## src/hdl/ca_stb_pkg.sv

```systemverilog
// Alignment strobe position package
// Types for the word and bit selects and the
// decoded strobe location, plus channel word geometry

`default_nettype none

package ca_stb_pkg;

  //////////////////////////////////////////////////
  // Word geometry
  //////////////////////////////////////////////////

  // Bits covered by one selectable word
  localparam int WORD_SPAN = 40;
  // Number of selectable words
  localparam int NUM_WORDS = 8;
  // First location past the last selectable bit
  localparam int STB_LOC_LIMIT = NUM_WORDS * WORD_SPAN;

  //////////////////////////////////////////////////
  // Select and location types
  //////////////////////////////////////////////////

  // One-hot word select, bit k starts at k*WORD_SPAN
  typedef logic [NUM_WORDS-1:0] wd_sel_t;
  // One-hot bit select inside the word
  typedef logic [WORD_SPAN-1:0] bit_sel_t;
  // Strobe bit location in a channel word, 0..319
  typedef logic [8:0] stb_loc_t;
  // Strobe interval and settle count
  typedef logic [7:0] intv_t;

endpackage

`default_nettype wire

```

## src/hdl/ca_tx_state_pkg.sv

```systemverilog
// Transmit alignment state package
// State encoding shared by the strobe control FSM

`default_nettype none

package ca_tx_state_pkg;

  // TX alignment FSM states
  typedef enum logic [2:0]
  {
    // Waiting for link online
    TX_IDLE    = 3'd0,
    // Online, settle timer running
    TX_ONLINE  = 3'd1,
    // Periodic strobe generation
    TX_GEN_STB = 3'd2,
    // Far end recovered, sticky until reset
    TX_DONE    = 3'd3
  } tx_state_e;

endpackage

`default_nettype wire

```

## src/hdl/ca_tx_strb_ctrl.sv

```systemverilog
// TX alignment strobe control
// Detects the online rising edge, runs the settle timer
// and the strobe interval counter, and sequences the
// alignment FSM. Emits a one-cycle strobe pulse every
// tx_stb_intv cycles until the far end reports recovery.

`timescale 1ns/1ps
`default_nettype none

module ca_tx_strb_ctrl
(
  input  wire logic              com_clk,
  input  wire logic              rst_n,
  input  wire logic              tx_online,
  input  wire logic              tx_stb_en,
  input  wire logic              tx_stb_rcvr,
  input  wire ca_stb_pkg::intv_t count_xz,
  input  wire ca_stb_pkg::intv_t tx_stb_intv,
  output logic                   stb_val
);

  import ca_stb_pkg::*;
  import ca_tx_state_pkg::*;

  tx_state_e state;
  tx_state_e state_nxt;
  // Delayed online for edge detect
  logic      online_q;
  logic      online_rise;
  logic      gen_stb;
  // Settle timer after online
  intv_t     settle_timer;
  // Cycles until next strobe
  intv_t     intv_cnt;

  assign online_rise = tx_online & ~online_q;
  assign gen_stb     = (state == TX_GEN_STB);

  // Strobe pulse when the interval counter hits one
  assign stb_val = gen_stb & (intv_cnt == intv_t'(1));

  //////////////////////////////////////////////////
  // Online edge detect and settle timer
  //////////////////////////////////////////////////

  always_ff @(posedge com_clk or negedge rst_n)
  begin
    if (!rst_n)
    begin
      online_q     <= 1'b0;
      settle_timer <= '0;
    end
    else
    begin
      online_q <= tx_online;
      // Reload on each new online edge
      if (online_rise)
        settle_timer <= count_xz;
      else if (settle_timer != '0)
        settle_timer <= settle_timer - intv_t'(1);
    end
  end

  //////////////////////////////////////////////////
  // Strobe interval counter
  //////////////////////////////////////////////////

  always_ff @(posedge com_clk or negedge rst_n)
  begin
    if (!rst_n)
      intv_cnt <= '0;
    else if (online_rise)
      // First strobe comes right after entering generation
      intv_cnt <= intv_t'(1);
    else if (gen_stb)
    begin
      // Reload on a strobe, unless recovery is reported
      if (stb_val && !tx_stb_rcvr)
        intv_cnt <= tx_stb_intv;
      // Zero interval parks the counter and stops strobes
      else if (intv_cnt != '0)
        intv_cnt <= intv_cnt - intv_t'(1);
    end
  end

  //////////////////////////////////////////////////
  // Alignment FSM
  //////////////////////////////////////////////////

  always_ff @(posedge com_clk or negedge rst_n)
  begin
    if (!rst_n)
      state <= TX_IDLE;
    else
      state <= state_nxt;
  end

  always_comb
  begin
    state_nxt = state;
    case (state)
      TX_IDLE:
        if (tx_online)
          state_nxt = TX_ONLINE;
      // Wait for enable and settle expiry
      TX_ONLINE:
        if (tx_stb_en && (settle_timer == '0))
          state_nxt = TX_GEN_STB;
      TX_GEN_STB:
        if (tx_stb_rcvr)
          state_nxt = TX_DONE;
      // Only reset leaves here
      TX_DONE:
        state_nxt = TX_DONE;
      default:
        state_nxt = TX_IDLE;
    endcase
  end

  // Strobes are spaced apart unless the reload is one
  a_stb_gap: assert property (@(posedge com_clk) disable iff (!rst_n)
    (stb_val && !tx_stb_rcvr && !online_rise && (tx_stb_intv != intv_t'(1)))
      |=> !stb_val);

  // Done is sticky
  a_done_sticky: assert property (@(posedge com_clk) disable iff (!rst_n)
    (state == TX_DONE) |=> (state == TX_DONE));

endmodule

`default_nettype wire

```

## src/hdl/ca_stb_loc_decode.sv

```systemverilog
// Strobe location decoder
// Turns the one-hot word and bit selects into a strobe
// bit location inside the channel word, and flags a
// malformed select or a location past the channel width

`timescale 1ns/1ps
`default_nettype none

module ca_stb_loc_decode
#(
  parameter int BITS_PER_CHANNEL = 80
)
(
  input  wire ca_stb_pkg::wd_sel_t  tx_stb_wd_sel,
  input  wire ca_stb_pkg::bit_sel_t tx_stb_bit_sel,
  output ca_stb_pkg::stb_loc_t      stb_loc,
  output logic                      tx_stb_pos_err,
  output logic                      tx_stb_pos_coding_err
);

  import ca_stb_pkg::*;

  // Lowest set word select index
  logic [2:0] word_idx;
  // Highest set bit select index
  logic [5:0] bit_idx;
  stb_loc_t   word_start;
  // Population counts of both selects
  logic [3:0] wd_ones;
  logic [5:0] bit_ones;

  //////////////////////////////////////////////////
  // Select priority encode and location
  //////////////////////////////////////////////////

  always_comb
  begin
    word_idx = '0;
    // Walk down so the lowest set bit wins
    for (int k = NUM_WORDS - 1; k >= 0; k--)
      if (tx_stb_wd_sel[k])
        word_idx = 3'(k);
    bit_idx = '0;
    // Walk up so the highest set bit wins
    for (int k = 0; k < WORD_SPAN; k++)
      if (tx_stb_bit_sel[k])
        bit_idx = 6'(k);
    // Word start plus bit offset
    word_start = stb_loc_t'(word_idx) * stb_loc_t'(WORD_SPAN);
    stb_loc    = word_start + stb_loc_t'(bit_idx);
    // Legal selects decode back to the same word and bit
    if ($onehot(tx_stb_wd_sel) && $onehot(tx_stb_bit_sel))
      a_loc_round_trip: assert (tx_stb_wd_sel[int'(stb_loc) / WORD_SPAN] &&
                                tx_stb_bit_sel[int'(stb_loc) % WORD_SPAN]);
  end

  //////////////////////////////////////////////////
  // Error flags
  //////////////////////////////////////////////////

  always_comb
  begin
    wd_ones = '0;
    for (int k = 0; k < NUM_WORDS; k++)
      wd_ones = wd_ones + 4'(tx_stb_wd_sel[k]);
    bit_ones = '0;
    for (int k = 0; k < WORD_SPAN; k++)
      bit_ones = bit_ones + 6'(tx_stb_bit_sel[k]);
  end

  // Each select must be exactly one-hot
  assign tx_stb_pos_coding_err = (wd_ones != 4'd1) | (bit_ones != 6'd1);

  // Location must fall inside the channel word
  assign tx_stb_pos_err = (int'(stb_loc) >= BITS_PER_CHANNEL);

endmodule

`default_nettype wire

```

## src/hdl/ca_tx_mux.sv

```systemverilog
// TX strobe insertion mux
// One per channel. While strobing is enabled, the bit at
// the strobe location carries the strobe value and all
// other bits pass straight through.

`timescale 1ns/1ps
`default_nettype none

module ca_tx_mux
#(
  parameter int CH_WIDTH = 80
)
(
  input  wire logic [CH_WIDTH-1:0] data_in,
  input  wire ca_stb_pkg::stb_loc_t stb_loc,
  input  wire logic                stb_val,
  input  wire logic                tx_stb_en,
  output logic [CH_WIDTH-1:0]      data_out
);

  // Per-bit hit on the strobe location
  logic [CH_WIDTH-1:0] loc_hit;

  //////////////////////////////////////////////////
  // Location match
  //////////////////////////////////////////////////

  // Out of range location matches nothing
  always_comb
  begin
    for (int i = 0; i < CH_WIDTH; i++)
      loc_hit[i] = (int'(stb_loc) == i);
  end

  //////////////////////////////////////////////////
  // Bit replace
  //////////////////////////////////////////////////

  always_comb
  begin
    data_out = data_in;
    if (tx_stb_en)
    begin
      for (int i = 0; i < CH_WIDTH; i++)
        if (loc_hit[i])
          // Strobe value is zero between strobes
          data_out[i] = stb_val;
    end
  end

endmodule

`default_nettype wire

```

## src/hdl/ca_tx_strb.sv

```systemverilog
// TX channel alignment strobe top
// Splits the wide data bus into channels, decodes the
// strobe position once, runs the strobe control and
// inserts the strobe bit into every channel word

`timescale 1ns/1ps
`default_nettype none

module ca_tx_strb
#(
  parameter int NUM_CHANNELS     = 2,
  parameter int BITS_PER_CHANNEL = 80
)
(
  input  wire logic                                   com_clk,
  input  wire logic                                   rst_n,
  input  wire logic                                   tx_online,
  input  wire logic                                   tx_stb_en,
  input  wire logic                                   tx_stb_rcvr,
  input  wire ca_stb_pkg::intv_t                      count_xz,
  input  wire ca_stb_pkg::intv_t                      tx_stb_intv,
  input  wire ca_stb_pkg::wd_sel_t                    tx_stb_wd_sel,
  input  wire ca_stb_pkg::bit_sel_t                   tx_stb_bit_sel,
  input  wire logic [NUM_CHANNELS*BITS_PER_CHANNEL-1:0] tx_din,
  output wire logic [NUM_CHANNELS*BITS_PER_CHANNEL-1:0] tx_dout,
  output wire logic                                   tx_stb_pos_err,
  output wire logic                                   tx_stb_pos_coding_err
);

  import ca_stb_pkg::*;

  // Shared strobe location, same in every channel
  stb_loc_t stb_loc;
  // Single-cycle strobe pulse
  logic     stb_val;

  //////////////////////////////////////////////////
  // Strobe control
  //////////////////////////////////////////////////

  ca_tx_strb_ctrl u_ctrl
  (
    .com_clk     (com_clk),
    .rst_n       (rst_n),
    .tx_online   (tx_online),
    .tx_stb_en   (tx_stb_en),
    .tx_stb_rcvr (tx_stb_rcvr),
    .count_xz    (count_xz),
    .tx_stb_intv (tx_stb_intv),
    .stb_val     (stb_val)
  );

  // Position decode and error flags
  ca_stb_loc_decode #(.BITS_PER_CHANNEL(BITS_PER_CHANNEL)) u_decode
  (
    .tx_stb_wd_sel         (tx_stb_wd_sel),
    .tx_stb_bit_sel        (tx_stb_bit_sel),
    .stb_loc               (stb_loc),
    .tx_stb_pos_err        (tx_stb_pos_err),
    .tx_stb_pos_coding_err (tx_stb_pos_coding_err)
  );

  //////////////////////////////////////////////////
  // Per-channel insertion muxes
  //////////////////////////////////////////////////

  for (genvar ch = 0; ch < NUM_CHANNELS; ch++)
  begin : g_ch
    ca_tx_mux #(.CH_WIDTH(BITS_PER_CHANNEL)) u_mux
    (
      .data_in   (tx_din[ch*BITS_PER_CHANNEL +: BITS_PER_CHANNEL]),
      .stb_loc   (stb_loc),
      .stb_val   (stb_val),
      .tx_stb_en (tx_stb_en),
      .data_out  (tx_dout[ch*BITS_PER_CHANNEL +: BITS_PER_CHANNEL])
    );
  end

endmodule

`default_nettype wire

```

## config.mk

```make
export PLATFORM = sky130hd
export DESIGN_NAME = ca_tx_strb
export DESIGN_NICKNAME = d
export VERILOG_FILES = /design/src/hdl/ca_stb_pkg.sv /design/src/hdl/ca_tx_state_pkg.sv /design/src/hdl/ca_tx_strb_ctrl.sv /design/src/hdl/ca_stb_loc_decode.sv /design/src/hdl/ca_tx_mux.sv /design/src/hdl/ca_tx_strb.sv
export SDC_FILE = /design/constraint.sdc
export NUM_CORES = 1
export LEC_CHECK = 0
export BUFFER_PORTS_ARGS = -buffer_cell sky130_fd_sc_hd__buf_2
export CAP_MARGIN = 30
export CORE_AREA = 2 2 150 152
export CTS_BUF_LIST = sky130_fd_sc_hd__clkbuf_4 sky130_fd_sc_hd__clkbuf_8
export DETAILED_ROUTE_END_ITERATION = 8
export DIE_AREA = 0 0 152 154
export PLACE_DENSITY = 0.68
export REMOVE_ABC_BUFFERS = 1
export SKIP_CTS_REPAIR_TIMING = 1
export SYNTH_ARGS = -nofsm -noshare
export SYNTH_HDL_FRONTEND = slang
export SYNTH_SLANG_ARGS = --single-unit
```

## constraint.sdc

```tcl
create_clock -name com_clk -period 6.5 [get_ports com_clk]
set_clock_uncertainty 0.15 [all_clocks]
set_input_delay 0.975 -clock com_clk [delete_from_list [all_inputs] [get_ports com_clk]]
set_output_delay 0.975 -clock com_clk [all_outputs]
set_load 0.01 [all_outputs]
```

==> results of run 1 <==
-- synthesized netlist by cell type (all sizes together), types with 2 or more instances --
cell / instances / area, sq um
a2111oi: 2 / 36.3
a211o: 2 / 18.8
a211oi: 6 / 50.1
a21o: 2 / 15.0
a21oi: 28 / 144
a2bb2oi: 2 / 17.5
a31oi: 4 / 31.3
and2: 2 / 12.5
and3: 5 / 31.3
buf: 8 / 37.5
clkbuf: 38 / 143
dfrtp: 19 / 475
fa: 36 / 721
ha: 24 / 300
inv: 72 / 270
mux2: 66 / 751
mux2i: 2 / 20.0
nand2: 88 / 330
nand2b: 6 / 37.5
nand3: 37 / 185
nand3b: 7 / 52.6
nand4: 3 / 18.8
nor2: 39 / 146
nor2b: 7 / 43.8
nor3: 17 / 85.1
nor3b: 3 / 22.5
nor4: 16 / 106
o2111ai: 2 / 17.5
o21a: 2 / 15.0
o21ai: 120 / 601
o221ai: 2 / 17.5
o22ai: 3 / 18.8
o311ai: 2 / 17.5
o31a: 2 / 17.5
o31ai: 20 / 150
or2: 10 / 62.6
or3: 51 / 324
or4: 5 / 37.5
xnor2: 3 / 26.3
xor2: 2 / 17.5
-- where the power goes --
group / switching (mW) / total [mW] / internal [mW] / leakage [nW]
sequential: 0.0237 / 0.166 / 0.142 / 0.236
clock: 0.0380 / 0.0806 / 0.0426 / 0.0255
combinational: 0.639 / 1.18 / 0.537 / 3.74
-- registers in the layout, indices dropped and copies added, names as in the netlist --
| signal | count |
|---|---|
| u_ctrl.state | 2 |
| u_ctrl.settle_timer | 8 |
| u_ctrl.intv_cnt | 8 |
| u_ctrl.online_q | 1 |
-- final cells by class --
cell class / count / area, sq um
Clock buffer: 3 / 41.3
Timing Repair Buffer: 437 / 2330
Multi-Input combinational cell: 640 / 4670
Clock inverter: 1 / 5.00
Sequential cell: 19 / 475
Tap cell: 280 / 350
Antenna cell: 2 / 5.00
Inverter: 72 / 270
Fill cell: 2386 / 13500
-- layer usage --
| metal | share of wire, % | up-vias | GRT usage (%) |
|---|---|---|---|
| met3 | 6.5 | 64 | 3.58 |
| li1 | - | 3568 | - |
| met2 | 47 | 339 | 36.3 |
| met4 | 3.7 | 2 | 8.06 |
| met5 | 0.063 | - | 0 |
| met1 | 43 | 3514 | 28.5 |
-- worst max path at each step --
stage | startpoint | endpoint
finish | tx_stb_bit_sel[0] | tx_stb_pos_coding_err
global route | tx_stb_bit_sel[0] | tx_stb_pos_coding_err
CTS | tx_stb_bit_sel[1] | tx_stb_pos_coding_err
detailed placement | tx_stb_bit_sel[1] | tx_stb_pos_coding_err
global placement | tx_stb_bit_sel[1] | tx_stb_pos_coding_err
floorplan | tx_stb_bit_sel[0] | tx_stb_pos_coding_err
-- kinds of logic (layout without fill, tap and decap cells) --
logic type / count (synthesis) / in the layout / share of synthesized area (%)
AO/OA/AOI/OAI: 209 / 209 / 22.7
flip-flops: 19 / 19 / 8.58
adder cells (fa/ha/maj): 60 / 60 / 18.4
AND/OR/NAND/NOR: 298 / 298 / 27.4
other: 0 / 2 / 0
multiplexers: 68 / 68 / 13.9
buffers and inverters: 118 / 513 / 8.13
XOR/XNOR: 5 / 5 / 0.790
-- layout by cell type, fill, tap and decap left out, drive strengths merged, types with 6 or more instances in the layout --
master / n
o31ai: 20
nand2b: 6
fa: 36
o21ai: 120
nor2: 39
a211oi: 6
a21oi: 28
nor3: 17
nand3: 37
mux2: 66
or2: 10
nor2b: 7
buf: 437
inv: 72
nand2: 88
nand3b: 7
dfrtp: 19
nor4: 16
or3: 51
ha: 24
-- critical path, cell delays in order --
cell and delay [ns]:
buf_6 0.10, ha_4 0.25, inv_2 0.03, fa_1 0.51
inv_2 0.04, fa_1 0.47, fa_1 0.51, fa_1 0.42
fa_1 0.51, inv_2 0.04, fa_1 0.51, fa_1 0.52
fa_2 0.37, inv_2 0.07, fa_1 0.41, nor2_1 0.10
o21ai_1 0.07, a21oi_1 0.12, nand4_1 0.10, buf_2 0.16
-- through the flow --
stage / setup TNS [ns] / util, %
floorplan: -0.565 / -
global placement: -0.971 / 37.0
detailed placement: -1.01 / 37.0
CTS: -1.02 / 37.2
global route: -1.14 / 37.6
finish: -0.927 / 37.6
==> impl_metrics.toml, run 1 <==
[clock_network]
h-tree-depth = 1
numCtsBuffers = 3
path_clk_slew_ns = 0.07
clkSinkCount = 19
cts-root-buf = "clkbuf_8"
clock_path_buffers = 2
insertion_delay_ns = 0.25
tritoncts = "yes"

[floorplan]
num_rows = 54
core_region_area_sq_um = 21700
io_pins = 391
die_h_um = 154
die_w_um = 152
die-area_sq_um = 23400
start_util_pct = 25.6

[final_layout]
layout.cells.non_filler = 1454
area_delta_synth_final_pct = 47.1
design_area_sq_um = 8150
drive_gt1_share_pct = 45.5
fin_nets = 1462

[sta]
finalMaxSlewViolations = 0
timing.hold.ws_ns = 0.350
timing_worst_slew_pin_value_ns = 1.01
rsz0062_at_grt = "true"
fmax_mhz = 135
final_hold_viol_count = 0
fin_crit_ns = 7.43
relSlewSlack_pct = 32.8
setup_ws_ns = -0.927
timing.final.crit_share_pct = 114
setup_viol_count_final = 1

[placement]
place_area_sq_um = 8030
dp_slack_ns = -1.01
place.port_buffers = 390
gp_congestion = 0.929
hpwlAfterDp_um = 22900
dp_cells = 1446

[power_and_ir_drop]
power_density_nw_per_um2 = 175
cellLeakagePower_nw = 4.00
totalPowerFinal_mw = 1.42
peakVddDrop_uv = 252

[synth]
synth_ff_type = "dfrtp_1"
synth_cells = 777
synth_cell_types = 63
postSynthAreaPerCell_sq_um = 7.13
async_flop_share_pct = 100
synth_area_sq_um = 5540
ys_seq_elements = 19
yosysSeqAreaShare_pct = 8.58
yosysWarnings = 0
synth-edff-count = 0

[outcome]
outcome = "finished, violations left"
violations = "negative setup slack"

[global_route]
grt_util_all_layers_pct = 21.8
grt_max_degree = 62
grt_pass1_wl_um = 41100
antenna_found_initial = 3
grt_overflow_total = 0
grt_pass1_vias = 7264

[min_path]
min_to = "u_ctrl.state[0]"
hold_depth = 1
hp-class = "flip-flop to flip-flop"
hold_start = "u_ctrl.state[1]"

[job]
maxCapViolations = 0

[worst_setup_path]
worstSetupEndpointType = "output port"
rr_worst_depth = 9
start_kind = "primary input"
crit_fanout = 2
timing.rr.end = "u_ctrl.settle_timer[5]"
worst_ep_required_time_ns = 5.37
regToRegSetupSlack_ns = 3.92
worstSetupPathType = "primary input to output port"
arrival_ns = 6.30
rr_startpoint = "u_ctrl.settle_timer[0]"

[drt]
first_pass_iters = 5
wl_per_cell_um = 18.7
wirelength_um = 27100
ant_nets = 0
via_per_inst = 5.15
drc = 0
vias = 7487
initialDrtViolationCount = 389
No activity file was read; power rests on OpenSTA's default activity.
==> inputs of run 2 (changes only) <==
Settings changed: SKIP_CTS_REPAIR_TIMING 1 to unset.
==> run 2 against run 1 <==
  * The flow still finishes with violations (negative setup slack)
  * Clock power about the same
  * Critical endpoint unchanged
  * Die area unchanged
  * Final cell count unchanged
  * Critical path type unchanged
  * Largest cell class unchanged
  * Routed wire length decreased by 0.11%
  * Global-route usage about the same
  * Power decreased by 0.19%
  * Highest routed layer unchanged
  * Cell area about the same
  * Hold slack about the same
  * Flip-flop and latch count unchanged
==> impl_metrics.toml, run 2 (synthesized netlist as in run 1, its figures left out) <==
[sta]
timing.final.crit_share_pct = 113
final_hold_viol_count = 0
rsz0062_at_grt = "true"
timing_worst_slew_pin_value_ns = 1.01
setup_ws_ns = -0.868
setup_viol_count_final = 1
timing.hold.ws_ns = 0.350
relSlewSlack_pct = 32.7
finalMaxSlewViolations = 0
fin_tns_setup_ns = -0.868
fmax_mhz = 136
fin_crit_ns = 7.37

[final_layout]
final_cell_mix = "388 x buf_2, 118 x o21ai_0, 88 x nand2_1"
reg_top3 = "u_ctrl.intv_cnt x8, u_ctrl.settle_timer x8, u_ctrl.state x2"
drive_gt1_share_pct = 45.4
layout.cells.non_filler = 1454
layout_commonest_cell = "buf_2"
nFillCells = 2389
multi_input_area_sq_um = 4670
fin_nets = 1462
area_delta_synth_final_pct = 47.0
regArea_sq_um = 475

[placement]
gp_congestion = 0.929
place.port_buffers = 390
dp_slack_ns = -1.01
dp_cells = 1446
hpwlAfterDp_um = 22900

[floorplan]
die_w_um = 152
core_region_area_sq_um = 21700
start_util_pct = 25.6
num_rows = 54
die_h_um = 154
die-area_sq_um = 23400
io_pins = 391

[power_and_ir_drop]
cellLeakagePower_nw = 4.00
totalPowerFinal_mw = 1.42
power_density_nw_per_um2 = 174
peakVddDrop_uv = 249

[clock_network]
numCtsBuffers = 3
clkSinkCount = 19
tritoncts = "yes"
hold_buffers = 0
path_clk_slew_ns = 0.07
clock_path_buffers = 2
h-tree-depth = 1
insertion_delay_ns = 0.25
cts-root-buf = "clkbuf_8"

[drt]
initialDrtViolationCount = 380
ant_nets = 0
via_per_inst = 5.12
wirelength_um = 27100
vias = 7444
first_pass_iters = 4
wl_per_cell_um = 18.6
drc = 0

[outcome]
violations = "negative setup slack"
outcome = "finished, violations left"

[worst_setup_path]
crit_fanout = 2
worstSetupEndpointType = "output port"
start_kind = "primary input"
arrival_ns = 6.24
worst_ep_required_time_ns = 5.37
worstSetupPathType = "primary input to output port"

[global_route]
grt_max_degree = 62
grt_util_all_layers_pct = 21.8
grt_overflow_total = 0
antenna_found_initial = 3
grt_pass1_vias = 7280
grt_pass1_wl_um = 41200

[job]
maxCapViolations = 0

[min_path]
hp-class = "flip-flop to flip-flop"
==> run 2: final cells by class <==
cell class	instances	area share, %
antenna	2	0.0614
clock buffer	3	0.507
clock inverter	1	0.0614
inverter	72	3.32
multi-input combinational	640	57.3
sequential	19	5.84
tap	280	4.30
timing repair buffer	437	28.6
==> run 2: repair_timing <==
action / 4_1_cts / 5_1_grt
endpoints found under the setup margin: 1 / 21
buffers inserted: 1 / 0
resized for setup: 8 / 2
pin swaps: 10 / 1
cloned: 0 / 0
==> run 2: routing by layer <==
| layer | track usage, % | share of wire [%] |
|---|---|---|
| met1 | 28.5 | 43 |
| met2 | 36.4 | 47 |
| met3 | 3.58 | 6.5 |
| met4 | 8.06 | 3.7 |
| met5 | 0 | 0.063 |
==> run 2: power by group <==
| part | internal [mW] | switching, mW |
|---|---|---|
| logic | 0.535 | 0.638 |
| clock network | 0.0426 | 0.0380 |
| registers | 0.142 | 0.0237 |
==> run 2: critical path, stage by stage <==
cell and delay (ns):
buf_6 0.10, ha_4 0.25, inv_2 0.03, fa_1 0.47
inv_1 0.05, fa_1 0.47, fa_1 0.51, fa_1 0.42
fa_1 0.51, inv_2 0.04, fa_1 0.56, fa_1 0.45
fa_2 0.37, inv_2 0.08, fa_1 0.41, nor2_1 0.10
o21ai_1 0.07, a21oi_1 0.12, nand4_1 0.10, buf_2 0.16
==> run 2: final timing paths <==
check	start	end	slack, ns	cells after the start
max in group asynchronous	rst_n	u_ctrl.settle_timer[2]	5.41	1
setup reg to reg	u_ctrl.settle_timer[0]	u_ctrl.settle_timer[5]	3.92	9
setup / recovery	tx_stb_bit_sel[1]	tx_stb_pos_coding_err	-0.87	20
hold / removal	u_ctrl.state[1]	u_ctrl.state[0]	0.35	1
hold reg to reg	u_ctrl.state[1]	u_ctrl.state[0]	0.35	1
min in group asynchronous	rst_n	u_ctrl.settle_timer[6]	0.49	1
==> run 2: stage by stage <==
| step | utilization, % | cell area, sq um |
|---|---|---|
| floorplan | - | 5360 |
| global placement | 37.0 | 8030 |
| detailed placement | 37.0 | 8030 |
| CTS | 37.4 | 8110 |
| global route | 37.6 | 8150 |
| finish | 37.6 | 8150 |
